[src/include/backend_defs.svh]
`ifndef BACKEND_DEFS_SVH
`define BACKEND_DEFS_SVH

// Datapath and PC width
`define DATA_W   32

// Architectural register file
`define NREG     32
`define RADDR_W  5

// Decoded-instruction queue entries
`define IQ_DEPTH 8

`endif

[src/hdl/backend_pkg.sv]
`include "backend_defs.svh"

package backend_pkg;

    typedef enum logic {
        CLS_ALU    = 1'b0,
        CLS_BRANCH = 1'b1
    } inst_class_e;

    typedef enum logic [2:0] {
        ALU_ADD, ALU_SUB, ALU_AND, ALU_OR,
        ALU_XOR, ALU_SLL, ALU_SRL, ALU_SLT
    } alu_op_e;

    typedef enum logic [1:0] {
        BR_BEQ, BR_BNE, BR_BLT, BR_BGE
    } br_type_e;

    typedef struct packed {
        logic                valid;
        logic [`DATA_W-1:0]  pc;
        logic [`DATA_W-1:0]  pc_pre;    // Predicted next PC
        inst_class_e         cls;
        alu_op_e             alu_op;
        br_type_e            br_type;
        logic [`RADDR_W-1:0] rs1;
        logic [`RADDR_W-1:0] rs2;
        logic [`RADDR_W-1:0] rd;
        logic                rf_we;
        logic [`DATA_W-1:0]  imm;
        logic                src2_imm;  // Operand 2 from imm
    } issue_set_t;

    typedef struct packed {
        issue_set_t         set;        // set.valid is the lane enable
        logic [`DATA_W-1:0] rdata1;
        logic [`DATA_W-1:0] rdata2;
    } ex_slot_t;

    typedef struct packed {
        logic                valid;
        logic [`DATA_W-1:0]  pc;
        logic                rf_we;
        logic [`RADDR_W-1:0] rd;
        logic [`DATA_W-1:0]  data;
    } commit_t;

    typedef struct packed {
        logic               valid;
        logic [`DATA_W-1:0] target;
    } redirect_t;

endpackage

[src/hdl/reg_file.sv]
`include "backend_defs.svh"

module reg_file
    import backend_pkg::*;
(
    input  logic                          clk,
    input  logic                          rstn,
    input  logic [3:0][`RADDR_W-1:0]      i_rs,
    input  commit_t                       i_wr_a,
    input  commit_t                       i_wr_b,
    output logic [3:0][`DATA_W-1:0]       o_rdata
);

    logic [`DATA_W-1:0] regs [`NREG];
    logic               we_a;
    logic               we_b;

    assign we_a = i_wr_a.valid && i_wr_a.rf_we && (i_wr_a.rd != '0);
    assign we_b = i_wr_b.valid && i_wr_b.rf_we && (i_wr_b.rd != '0);

    always_ff @(posedge clk) begin
        if (!rstn) begin
            for (int i = 0; i < `NREG; i++) begin
                regs[i] <= '0;  // Architectural state starts at zero
            end
        end else begin
            if (we_a) begin
                regs[i_wr_a.rd] <= i_wr_a.data;
            end
            if (we_b) begin
                regs[i_wr_b.rd] <= i_wr_b.data;
            end
        end
    end

    // Write-through so a consumer can issue alongside its producer's commit
    always_comb begin
        for (int p = 0; p < 4; p++) begin
            if (i_rs[p] == '0) begin
                o_rdata[p] = '0;
            end else if (we_b && (i_wr_b.rd == i_rs[p])) begin
                o_rdata[p] = i_wr_b.data;
            end else if (we_a && (i_wr_a.rd == i_rs[p])) begin
                o_rdata[p] = i_wr_a.data;
            end else begin
                o_rdata[p] = regs[i_rs[p]];
            end
        end
    end

endmodule

[config.mk]
export PLATFORM = sky130hd
export DESIGN_NAME = reg_file
export DESIGN_NICKNAME = d
export VERILOG_FILES = /design/src/hdl/backend_pkg.sv /design/src/hdl/reg_file.sv
export VERILOG_INCLUDE_DIRS = /design/src /design/src/include
export SDC_FILE = /design/constraint.sdc
export NUM_CORES = 2
export LEC_CHECK = 0
export BUFFER_PORTS_ARGS = -buffer_cell sky130_fd_sc_hd__buf_4
export CORE_MARGIN = 2
export CORE_UTILIZATION = 35
export CTS_BUF_LIST = sky130_fd_sc_hd__clkbuf_2
export DETAILED_ROUTE_END_ITERATION = 12
export PLACE_DENSITY = 0.59
export SLEW_MARGIN = 20
export SYNTH_ARGS = -nofsm -noshare
export SYNTH_HDL_FRONTEND = slang
export SYNTH_SLANG_ARGS = --single-unit
[constraint.sdc]
create_clock -name clk -period 2.7 [get_ports clk]
set_input_delay 0.27 -clock clk [delete_from_list [all_inputs] [get_ports clk]]
set_output_delay 0.27 -clock clk [all_outputs]
set_load 0.05 [all_outputs]
== Yosys cells after proc, flatten, opt, wreduce, memory -nomap -nowiden ==
Memory sizes are Yosys's and may differ from the RTL's.
Index checks and enable logic that the tools add are counted.
Operators by class
  reduce and logical (&&, ||, !) cells: 20
  equality and inequality tests: 8
  muxes and demuxes: 25
Operators by type and width (count)
  32-bit two-way mux: 14
  32-bit OR reduction: 2
  5-bit equality test: 8
  5-bit zero test: 4
  1-bit logical AND: 12
  5-bit two-way mux: 2
  5-bit nonzero test: 2
  1-bit two-way mux: 9
Word-level totals
  bits in writable memories: 1024
  input port bits: 164
  register bits after elaboration: 0
  memories kept: 1
  output and inout port bits: 128
Memories
  regs: depth 32, bits a word 32, read ports 4, clocked after memory_dff 0, wr ports 32, RTL line reg_file.sv:14  | logic [`DATA_W-1:0] regs [`NREG];

== Depth between registers and ports, before layout ==
  depth in word-level cells: 7
  mapped depth: 9

== Worst setup path after synthesis ==
Ideal clock, no wire load.
  kind: input port to flip-flop
  start point: input port rstn
  end point: memory regs[1][0] in the netlist's numbering, enable pin
  arrival time: 2.289 ns
  cell stages on the path: 8
  required time: 2.141 ns
  path buffers: 4
  setup slack: -0.148 ns
  cells stage by stage: buf_2 and3_1 buf_2 nand3b_1 clkbuf_1 nor2_1 buf_1 nand3b_1
RTL lines
  start, declared: RTL line reg_file.sv:7  | input logic rstn,
  end, declared: RTL line reg_file.sv:14

==> impl_metrics.toml <==
[status]
status = "complete, but fails checks"
failed_checks = "negative setup slack"

[critical_path]
arrival_ns = 4.31
cp-start-kind = "register"
worstPathCellList = "mux2i_1 -> o22ai_1 -> a311oi_4 -> a22o_4 -> o211ai_1 -> buf_4"
critPathMaxStageDelay_ns = 0.71
timing.critical_path.required_ns = 2.43
cp_num_buf_inv = 1
cp_max_fo = 4
cp_slowest_cell = "o211ai_1"
startpoint = "regs[7][15]"
path_class = "reg -> out"
end_kind = "output pin"
crit_family = "compound AO/OA/AOI/OAI gates"

[final_layout]
area_delta_synth_final_pct = 31.16
top_register = "regs"
fillerInstances = 20410
nets = 7809
largest_reg_flops = 1024
drive_above_1_share = 0.3902
top_regs = "regs (1024)"

[detailed_routing]
wl_met1_um = 166700
highest_layer = "met5"
via_per_inst = 7.294
vias = 79140
met3_length_um = 73310
ant_nets = 0
routedWlPerCell_um = 45.38
drc = 0
finalWirelength_um = 492400
met2_wirelength_um = 205800
drtIter0Drc = 13570
first_pass_iters = 7

[synth]
avgSynthCellArea_um2 = 11.81
yosys.area_share.adder = 0
yosys_warnings = 0
synth-xor-area-share = 0.004435
syn-instance-count = 6692
synth_top_family_by_area = "multiplexers"
ys.flop_type = "edfxtp_1"
yosys.area.top_type_share = 0.3892
yosys.area_share.simple = 0.06022
synth_edf_count = 1024
synth_area_mm2 = 0.07900
synthTopCellsByArea = "edfxtp_1, mux4_2, mux2i_1"
yosysTopAreaCell = "edfxtp_1"
synth-seq-cells = 1024
ys_async_sr_fraction = 0
synth_compound_area_frac = 0.1949
synth_cell_type_count = 52
synth_seq_area_share = 0.3892
yosys-mux-area-fraction = 0.2968

[timing]
hold_violations = 0
max-slew-margin-rel = 0.02555
holdWs_ns = 0.005514
finalCriticalPeriod_ns = 4.583
timing.final.crit_share = 1.697
worstMarginPinSlew_ns = 1.462
drv_slew = 0
worst_slack_ns = -1.883
fmax_ghz = 0.2182
finalSetupViolCount = 481
rsz0062_at_grt = "yes"

[cts]
cts_buffer_depth = 4
clock_sinks = 1024
tritoncts = "done"
clk_pin_slew_ns = 0.11
cts_buffers = 306
h-tree-depth = 5
cts_root_buf = "clkbuf_2"

[job]
cap_violations = 0

[placed_design]
hpwl_um = 319200
place.gp.congestion = 1.014
place_ws_ns = -0.6862
port_buffers = 227

[global_routing]
overflow = 0
antenna_found_initial = 28
grt_pass1_vias = 75850
grt_usage = 0.4140
grt_pass1_wl_um = 651400
grt_max_degree = 65

[floorplanning]
core_mm2 = 0.2247
fp.dieW_um = 479.1
initial_core_util = 0.3516
num_rows = 174
pin_count = 292
die_h_um = 479.1
die_area_mm2 = 0.2295

[power_and_ir_drop]
peakVddDrop_uv = 353.5
power_uw = 46940
p_leak_uw = 0.03845
power-per-cell-area_mw_per_mm2 = 453.0

[min_path]
hp-start = "rstn"
hold_path_class = "in -> reg"
-- final timing paths --
path	to	slack, ns	cells after the start
setup / recovery	o_rdata[15]	-1.88	6
hold / removal	regs[29][20]	0.006	9
-- final cells by class --
| type | count | area [um^2] | share of cell area |
|---|---|---|---|
| antenna | 32 | 80.08 | 0.0007728 |
| clock buffer | 401 | 2007 | 0.01937 |
| clock inverter | 88 | 456.7 | 0.004407 |
| inverter | 33 | 125.1 | 0.001208 |
| multi-input combinational | 4695 | 48560 | 0.4686 |
| sequential | 1024 | 30750 | 0.2968 |
| tap | 2992 | 3744 | 0.03613 |
| timing repair buffer | 1585 | 17900 | 0.1727 |
-- synth_stat cells (all sizes together) (6+ instances only) --
| cell type | n |
|---|---|
| or3b | 6 |
| or3 | 11 |
| a221oi | 124 |
| o211ai | 14 |
| nor3 | 19 |
| xnor2 | 35 |
| o22ai | 124 |
| inv | 33 |
| clkbuf | 566 |
| a21oi | 136 |
| nor2 | 62 |
| nand3 | 104 |
| a22o | 860 |
| mux4 | 620 |
| and2 | 11 |
| o221ai | 238 |
| a22oi | 16 |
| edfxtp | 1024 |
| nor2b | 12 |
| buf | 405 |
| o21ai | 316 |
| nand4 | 22 |
| nand2 | 802 |
| mux2i | 808 |
| nand2b | 6 |
| nand3b | 34 |
| mux2 | 124 |
| a311oi | 124 |
-- report_power, final --
group | switching [uW] | total [uW] | internal [uW]
clock | 7810 | 12200 | 4390
sequential | 965 | 19300 | 18400
combinational | 8980 | 15400 | 6410
-- cells by family after synthesis --
group,Yosys count
AOI/OAI and AO/OA,1963
muxes,1552
and+or+nand+nor,1108
DFF,1024
buffers and inverters,1004
xor gates and xnor gates,40
other,1
-- metrics by stage --
| step | area [um^2] | setup TNS, ns | instances | utilization |
|---|---|---|---|---|
| after floorplan | 79460 | -13.57 | 6723 | - |
| after global placement | 92790 | -45.95 | 9951 | 0.4130 |
| after detailed placement | 92810 | -43.30 | 9952 | 0.4131 |
| after CTS | 102400 | -508.17 | 10790 | 0.4556 |
| after global routing | 103600 | -271.43 | 10830 | 0.4609 |
| final | 103600 | -292.82 | 10850 | 0.4612 |
-- layer usage --
layer	vias up	track usage
met4	26	0.3213
met3	2342	0.1777
met5	-	0.007664
li1	29480	-
met2	7796	0.5950
met1	39500	0.4843
-- cells in the final DEF (no fill, tap or decap), types with 37 or more instances in the layout --
master         Yosys  routed
mux2_4             0     106
o22ai_1          124     124
buf_6              8     138
o221ai_1         202     124
o21ai_0          123      72
nand2_2            0      79
mux4_2           620     620
a311oi_2           0      65
o21ai_1          193     234
nand2_1          802     685
nand3_1          103     101
a221oi_2           0      55
dlygate4sd3_1      0     269
clkbuf_2           0     401
a221oi_1         124      69
clkinv_1           0      60
a21oi_1          136     133
nor2_4             0      52
a22o_1           860     781
o221ai_4           0      74
nand2_4            0      37
o221ai_2          36      40
a22o_4             0      79
mux2i_1          808     806
buf_4             40     782
edfxtp_1        1024    1024
a311oi_1         124      49
buf_12             0     363
-- timing repair --
item,CTS,global route
endpoints found under the setup margin,128,1053
pin swaps,293,179
endpoints found under the hold margin,2016,323
cloned,0,3
buffers inserted,48,34
gates resized for setup,703,184
hold buffers,335,3
No activity file was read; power rests on OpenSTA's default activity.
