`src/include/backend_defs.svh`:
```
`ifndef BACKEND_DEFS_SVH
`define BACKEND_DEFS_SVH

// Datapath and PC width
`define DATA_W   32

// Architectural register file
`define NREG     32
`define RADDR_W  5

// Decoded-instruction queue entries
`define IQ_DEPTH 8

`endif

```
`src/hdl/backend_pkg.sv`:
```
`include "backend_defs.svh"

package backend_pkg;

    typedef enum logic {
        CLS_ALU    = 1'b0,
        CLS_BRANCH = 1'b1
    } inst_class_e;

    typedef enum logic [2:0] {
        ALU_ADD, ALU_SUB, ALU_AND, ALU_OR,
        ALU_XOR, ALU_SLL, ALU_SRL, ALU_SLT
    } alu_op_e;

    typedef enum logic [1:0] {
        BR_BEQ, BR_BNE, BR_BLT, BR_BGE
    } br_type_e;

    typedef struct packed {
        logic                valid;
        logic [`DATA_W-1:0]  pc;
        logic [`DATA_W-1:0]  pc_pre;    // Predicted next PC
        inst_class_e         cls;
        alu_op_e             alu_op;
        br_type_e            br_type;
        logic [`RADDR_W-1:0] rs1;
        logic [`RADDR_W-1:0] rs2;
        logic [`RADDR_W-1:0] rd;
        logic                rf_we;
        logic [`DATA_W-1:0]  imm;
        logic                src2_imm;  // Operand 2 from imm
    } issue_set_t;

    typedef struct packed {
        issue_set_t         set;        // set.valid is the lane enable
        logic [`DATA_W-1:0] rdata1;
        logic [`DATA_W-1:0] rdata2;
    } ex_slot_t;

    typedef struct packed {
        logic                valid;
        logic [`DATA_W-1:0]  pc;
        logic                rf_we;
        logic [`RADDR_W-1:0] rd;
        logic [`DATA_W-1:0]  data;
    } commit_t;

    typedef struct packed {
        logic               valid;
        logic [`DATA_W-1:0] target;
    } redirect_t;

endpackage

```
`src/hdl/issue_exe.sv`:
```
`include "backend_defs.svh"

module issue_exe
    import backend_pkg::*;
(
    input  logic                    clk,
    input  logic                    rstn,
    input  issue_set_t              i_set1,
    input  issue_set_t              i_set2,
    input  logic [3:0][`DATA_W-1:0] i_rdata,  // set1 rs1/rs2, set2 rs1/rs2
    input  logic                    i_stall,
    input  redirect_t               i_redirect,
    output ex_slot_t                o_ex_a,
    output ex_slot_t                o_ex_b
);

    ex_slot_t slot_1;
    ex_slot_t slot_2;
    logic     swap;
    logic     load;

    // Assemble each instruction with its operand values
    always_comb begin
        slot_1           = '0;
        slot_1.set       = i_set1;
        slot_1.set.valid = i_set1.valid && !i_redirect.valid;  // Killed by flush
        slot_1.rdata1    = i_rdata[0];
        slot_1.rdata2    = i_rdata[1];

        slot_2           = '0;
        slot_2.set       = i_set2;
        slot_2.set.valid = i_set2.valid && !i_redirect.valid;
        slot_2.rdata1    = i_rdata[2];
        slot_2.rdata2    = i_rdata[3];
    end

    // Lane A is ALU only, so a non-ALU older instruction moves to lane B
    assign swap = i_set1.valid && (i_set1.cls != CLS_ALU);

    // Flush overrides stall
    assign load = i_redirect.valid || !i_stall;

    //////////////////////////////////////////////////////////////////////
    // Issue/execute register

    always_ff @(posedge clk) begin
        if (!rstn) begin
            o_ex_a.set.valid <= 1'b0;
            o_ex_b.set.valid <= 1'b0;
        end else if (load) begin
            if (swap) begin
                o_ex_a <= slot_2;
                o_ex_b <= slot_1;
            end else begin
                o_ex_a <= slot_1;
                o_ex_b <= slot_2;
            end
        end
    end

endmodule

```
`config.mk`:
```
export PLATFORM = sky130hd
export DESIGN_NAME = issue_exe
export DESIGN_NICKNAME = d
export VERILOG_FILES = /design/src/hdl/backend_pkg.sv /design/src/hdl/issue_exe.sv
export VERILOG_INCLUDE_DIRS = /design/src /design/src/include
export SDC_FILE = /design/constraint.sdc
export NUM_CORES = 1
export LEC_CHECK = 0
export ABC_AREA = 1
export BUFFER_PORTS_ARGS = -buffer_cell sky130_fd_sc_hd__clkbuf_2
export CELL_PAD_IN_SITES_DETAIL_PLACEMENT = 1
export CELL_PAD_IN_SITES_GLOBAL_PLACEMENT = 2
export CORE_AREA = 8 8 291 293
export DETAILED_ROUTE_END_ITERATION = 12
export DIE_AREA = 0 0 299 301
export PLACE_DENSITY_LB_ADDON = 0.3
export SETUP_SLACK_MARGIN = 0.3
export SLEW_MARGIN = 30
export SYNTH_ARGS = -nofsm -noshare
export SYNTH_HDL_FRONTEND = slang
export SYNTH_SLANG_ARGS = --single-unit
export TNS_END_PERCENT = 100
```
`constraint.sdc`:
```
create_clock -name clk -period 25 [get_ports clk]
set_input_delay 0 -clock clk [delete_from_list [all_inputs] [get_ports clk]]
set_output_delay 0 -clock clk [all_outputs]
set_load 0.02 [all_outputs]
```
[Word-level counts from Yosys, hierarchy flattened]
Index checks and enable logic that the tools add are counted.
Storage, ports and cells
  register bits: 368
  latch bits: 0
  RAM bits: 0
  ROM bits: 0
  output and inout bits: 368
  logic and storage cells: 37
  memories kept: 0
Operators by class
  $add $sub $neg: 0
  multiply operators: 0
  divide/modulo/power cells: 0
  order comparisons: 0
  eq/ne operators: 0
  shifts and indexed selects: 0
  multiplexer cells: 2
  bitwise logic cells: 0
  reduce and logical (&&, ||, !) cells: 7
Operators by type and width (count)
  $mux W184: 2
  $logic_and A1 B1 Y1: 3
  $logic_not A1 Y1: 2
  $reduce_and A2 Y1: 1
  $logic_or A1 B1 Y1: 1

[Logic depth before layout (Yosys ltp)]
  depth after elaboration: 3
  depth in mapped cells: 5
  gate-level depth less buffers: 4

[Worst setup path before layout]
No wires, ideal clock.
  path type: input to register
  from: input port i_stall
  to: register o_ex_a[0] in the netlist's numbering, enable pin
  library setup time: 1.111 ns
  data arrival time: 15.424 ns
  path slack: 8.465 ns
  stages: 3
  path through: inv_1 nor2_1 nor2_1
Between the ends
  cells in the longest elaborated chain, start to end: 3
RTL lines
  start: declaration: line issue_exe.sv:11  | input logic i_stall,
  $logic_not A1 Y1: line issue_exe.sv:41  | assign load = i_redirect.valid || !i_stall;
  $logic_or A1 B1 Y1: line issue_exe.sv:41
  $reduce_and A2 Y1 (no source line)
  end signal: assignment: line issue_exe.sv:52  | o_ex_a <= slot_2;
  end signal: assignment: line issue_exe.sv:55  | o_ex_a <= slot_1;
  end: declaration: line issue_exe.sv:13  | output ex_slot_t o_ex_a,
No other way between the ends.
A chain may end at the register's enable or synchronous reset.

[Worst setup path in the final report]
  from: input port i_set1[119] in the netlist's numbering
  to: register o_ex_b[103] in the netlist's numbering, data pin
Between the ends
  cells in the longest elaborated chain, start to end: 2
RTL lines
  start: declaration: line issue_exe.sv:8  | input issue_set_t i_set1,
  $logic_and A1 B1 Y1: line issue_exe.sv:38  | assign swap = i_set1.valid && (i_set1.cls != CLS_ALU);
  $mux W184: line issue_exe.sv:51  | if (swap) begin
  end signal: assignment: line issue_exe.sv:53  | o_ex_b <= slot_1;
  end signal: assignment: line issue_exe.sv:56  | o_ex_b <= slot_2;
  end: declaration: line issue_exe.sv:14  | output ex_slot_t o_ex_b
No other way between the ends.

==> metrics.cfg <==
[job]
drv_cap=0

[synth]
synth_seq_cells=368
synth-main-ff-cell=edfxtp_1
yosysSeqAreaShare=0.6998
postSynthAreaPerCell_sq_um=11.45
synth_top_area_share=0.6973
synth_common_cells=edfxtp_1 (366), inv_1 (187), nor2_1 (187)
ys_warn_count=0
synth_edf_count=366
async_flop_share=0
syn_inst=1377
yosysTopAreaCell=edfxtp_1
synth_area_leaders=edfxtp_1 (70%), a21oi_1 (5.7%), o21ai_1 (4.5%)
synth_fp_nets=1781
ys_types=16
yosysMostFrequentCell=edfxtp_1
netlist_area_sq_mm=0.01576

[worst_setup_path]
worstReg2RegStart=o_ex_b[183]
cp_top_family=buffers and inverters
rrSetupSlack_ns=23.75
worst-path-buf-inv=6
cpMaxStageDelayCell=buf_4
crit_required_ns=25.29
critPathMaxStageDelay_ns=0.77
cp-end-kind=register
worstPathArrival_ns=3.79
path_cells=dlygate4sd3_1, clkbuf_2, nand2_8, buf_16, buf_4, buf_4, a21oi_1, dlygate4sd3_1
r2r_cells=3
worstReg2RegEnd=o_ex_b[183]
crit_path_start_kind=input pin
cp_max_fo=96
critPathKind=in -> reg

[worst_hold_path]
min_from=i_rdata[123]
hold_class=in -> reg
hold_path_depth=3
hold_path_end=o_ex_a[27]

[routing]
via_count=14960
vias_per_cell=3.991
antenna_left=0
wl_um=64060
route.detailed.drc=0
wire_per_inst_um=17.09
dr.pass1.iters=5
initialDrtViolationCount=509

[cts]
tritoncts=yes
cts_resized=0
clockRootBuffer=clkbuf_16
hold_buffers=553
insertion_delay_ns=0.55
clock_sinks=368
clock_path_buffers=3
clk_pin_slew_ns=0.06
cts_buffers=48
postCtsSetupBuffers=0
h-tree-depth=2

[place]
gp_congestion=0.8011
portBuffers=739
hpwl_um=46220

[global_routing]
antenna_found_initial=5
grt_pass1_vias=16680
grt_max_degree=201
grt_pass1_wl_um=96060
grt_usage=0.1355
grt_overflow=0

[floorplan]
die_h_um=301
ioPinCount=772
dieArea_sq_mm=0.09000
core_sq_mm=0.07990
die-width_um=299
start_util=0.1973
rows=104

[power_and_ir_drop]
seq_power_share=0.442
switching_share=0.2776
p_leak_uw=0.01217
ir_drop_mv=0.04556
switchingPower_uw=482.8
clkPwrFrac=0.355
power.internal_uw=1256
power_density_mw_per_mm2=64.16
pwr-share-comb=0.202

[timing]
relSlewSlack=0.4060
period_share=0.1398
whs_ns=0.05821
worst_pin_slew_ns=0.8911
min_period_ns=3.495
setup_viol=0
finalHoldViolCount=0
fin_skew_ns=0
setup_tns_ns=0
slew_viol_final=0
rsz0062_at_grt=false
max_freq_mhz=286.1

[layout]
n_fill_cell=9219
drive_above_1_share=0.3033
area_growth_pct=71.95
fin_nets=3055

[outcome]
outcome=finished clean

-- metal layers --
| layer | wire length, um | GRT usage |
|---|---|---|
| met3 | 6201 | 0.05792 |
| met1 | 21950 | 0.1293 |
| met5 | 13 | 0 |
| met2 | 33530 | 0.2553 |
| met4 | 2365 | 0.05100 |
-- tightest hold or removal path, cell delays in order --
cell      delay (ns)
clkbuf_2        0.09
inv_1           0.13
o21ai_0         0.18
-- worst max path at each step --
stage / start / to / slack (ns) / depth (start not counted)
after CTS: i_set1[119] / o_ex_b[62] / 21.49 / 7
after global routing: i_set1[119] / o_ex_a[98] / 21.28 / 8
after detailed placement: i_set1[54] / o_ex_b[90] / 21.93 / 5
final: i_set1[119] / o_ex_b[103] / 21.51 / 8
after global placement: i_set1[119] / o_ex_a[123] / 22.05 / 5
after floorplan: i_stall / o_ex_a[0] / 8.46 / 3
-- layout by cell type (no fill, tap or decap), drive strengths merged, types with 12 or more instances in the layout --
| cell type | count |
|---|---|
| edfxtp | 366 |
| a21oi | 184 |
| nand2 | 186 |
| o21ai | 183 |
| dlygate4sd3 | 553 |
| inv | 187 |
| clkbuf | 806 |
| clkinv | 16 |
| nor2 | 187 |
| buf | 12 |
-- cell type report --
class                           instances  area [sq um]  area share
Sequential cell                       368         11030      0.4070
Timing Repair Buffer                 1304          9368      0.3457
Multi-Input combinational cell        742          3296      0.1216
Tap cell                             1060          1326     0.04894
Clock buffer                           67          1294     0.04774
Inverter                              187         701.9     0.02590
Clock inverter                         16         75.07    0.002770
Antenna cell                            4         10.01   0.0003693
-- through the flow --
step | power (uW) | util | worst slack (ns) | area [sq um] | std cells
detailed placement | 1053 | 0.2522 | 21.93 | 20150 | 3107
global placement | 1045 | 0.2522 | 22.05 | 20150 | 3107
CTS | 1771 | 0.3386 | 21.49 | 27050 | 3743
floorplan | 950.4 | - | 8.465 | 15760 | 1377
global route | 1820 | 0.3392 | 21.28 | 27100 | 3748
finish | 1739 | 0.3392 | 21.51 | 27100 | 3748
-- power groups by stage --
stage	combinational (uW)	clock [uW]	sequential [uW]
2_1_floorplan	74.2	0	876
3_3_place_gp	265	0	780
3_5_place_dp	271	0	782
4_1_cts	354	647	770
5_1_grt	381	664	775
6_report	352	618	769
-- cells by family (layout without fill, tap and decap cells) --
group | count (synthesis) | in the layout | share of synthesized area
AND/OR/NAND/NOR | 374 | 374 | 0.08962
AO/OA/AOI/OAI | 368 | 368 | 0.1184
flip-flops | 368 | 368 | 0.6998
buffers and inverters | 267 | 1574 | 0.09209
other | 0 | 4 | 0
-- state kept, by name, indices dropped and copies added (netlist names) --
name and count:
o_ex_a 184, o_ex_b 184
Power figures use the tool's default switching activity.
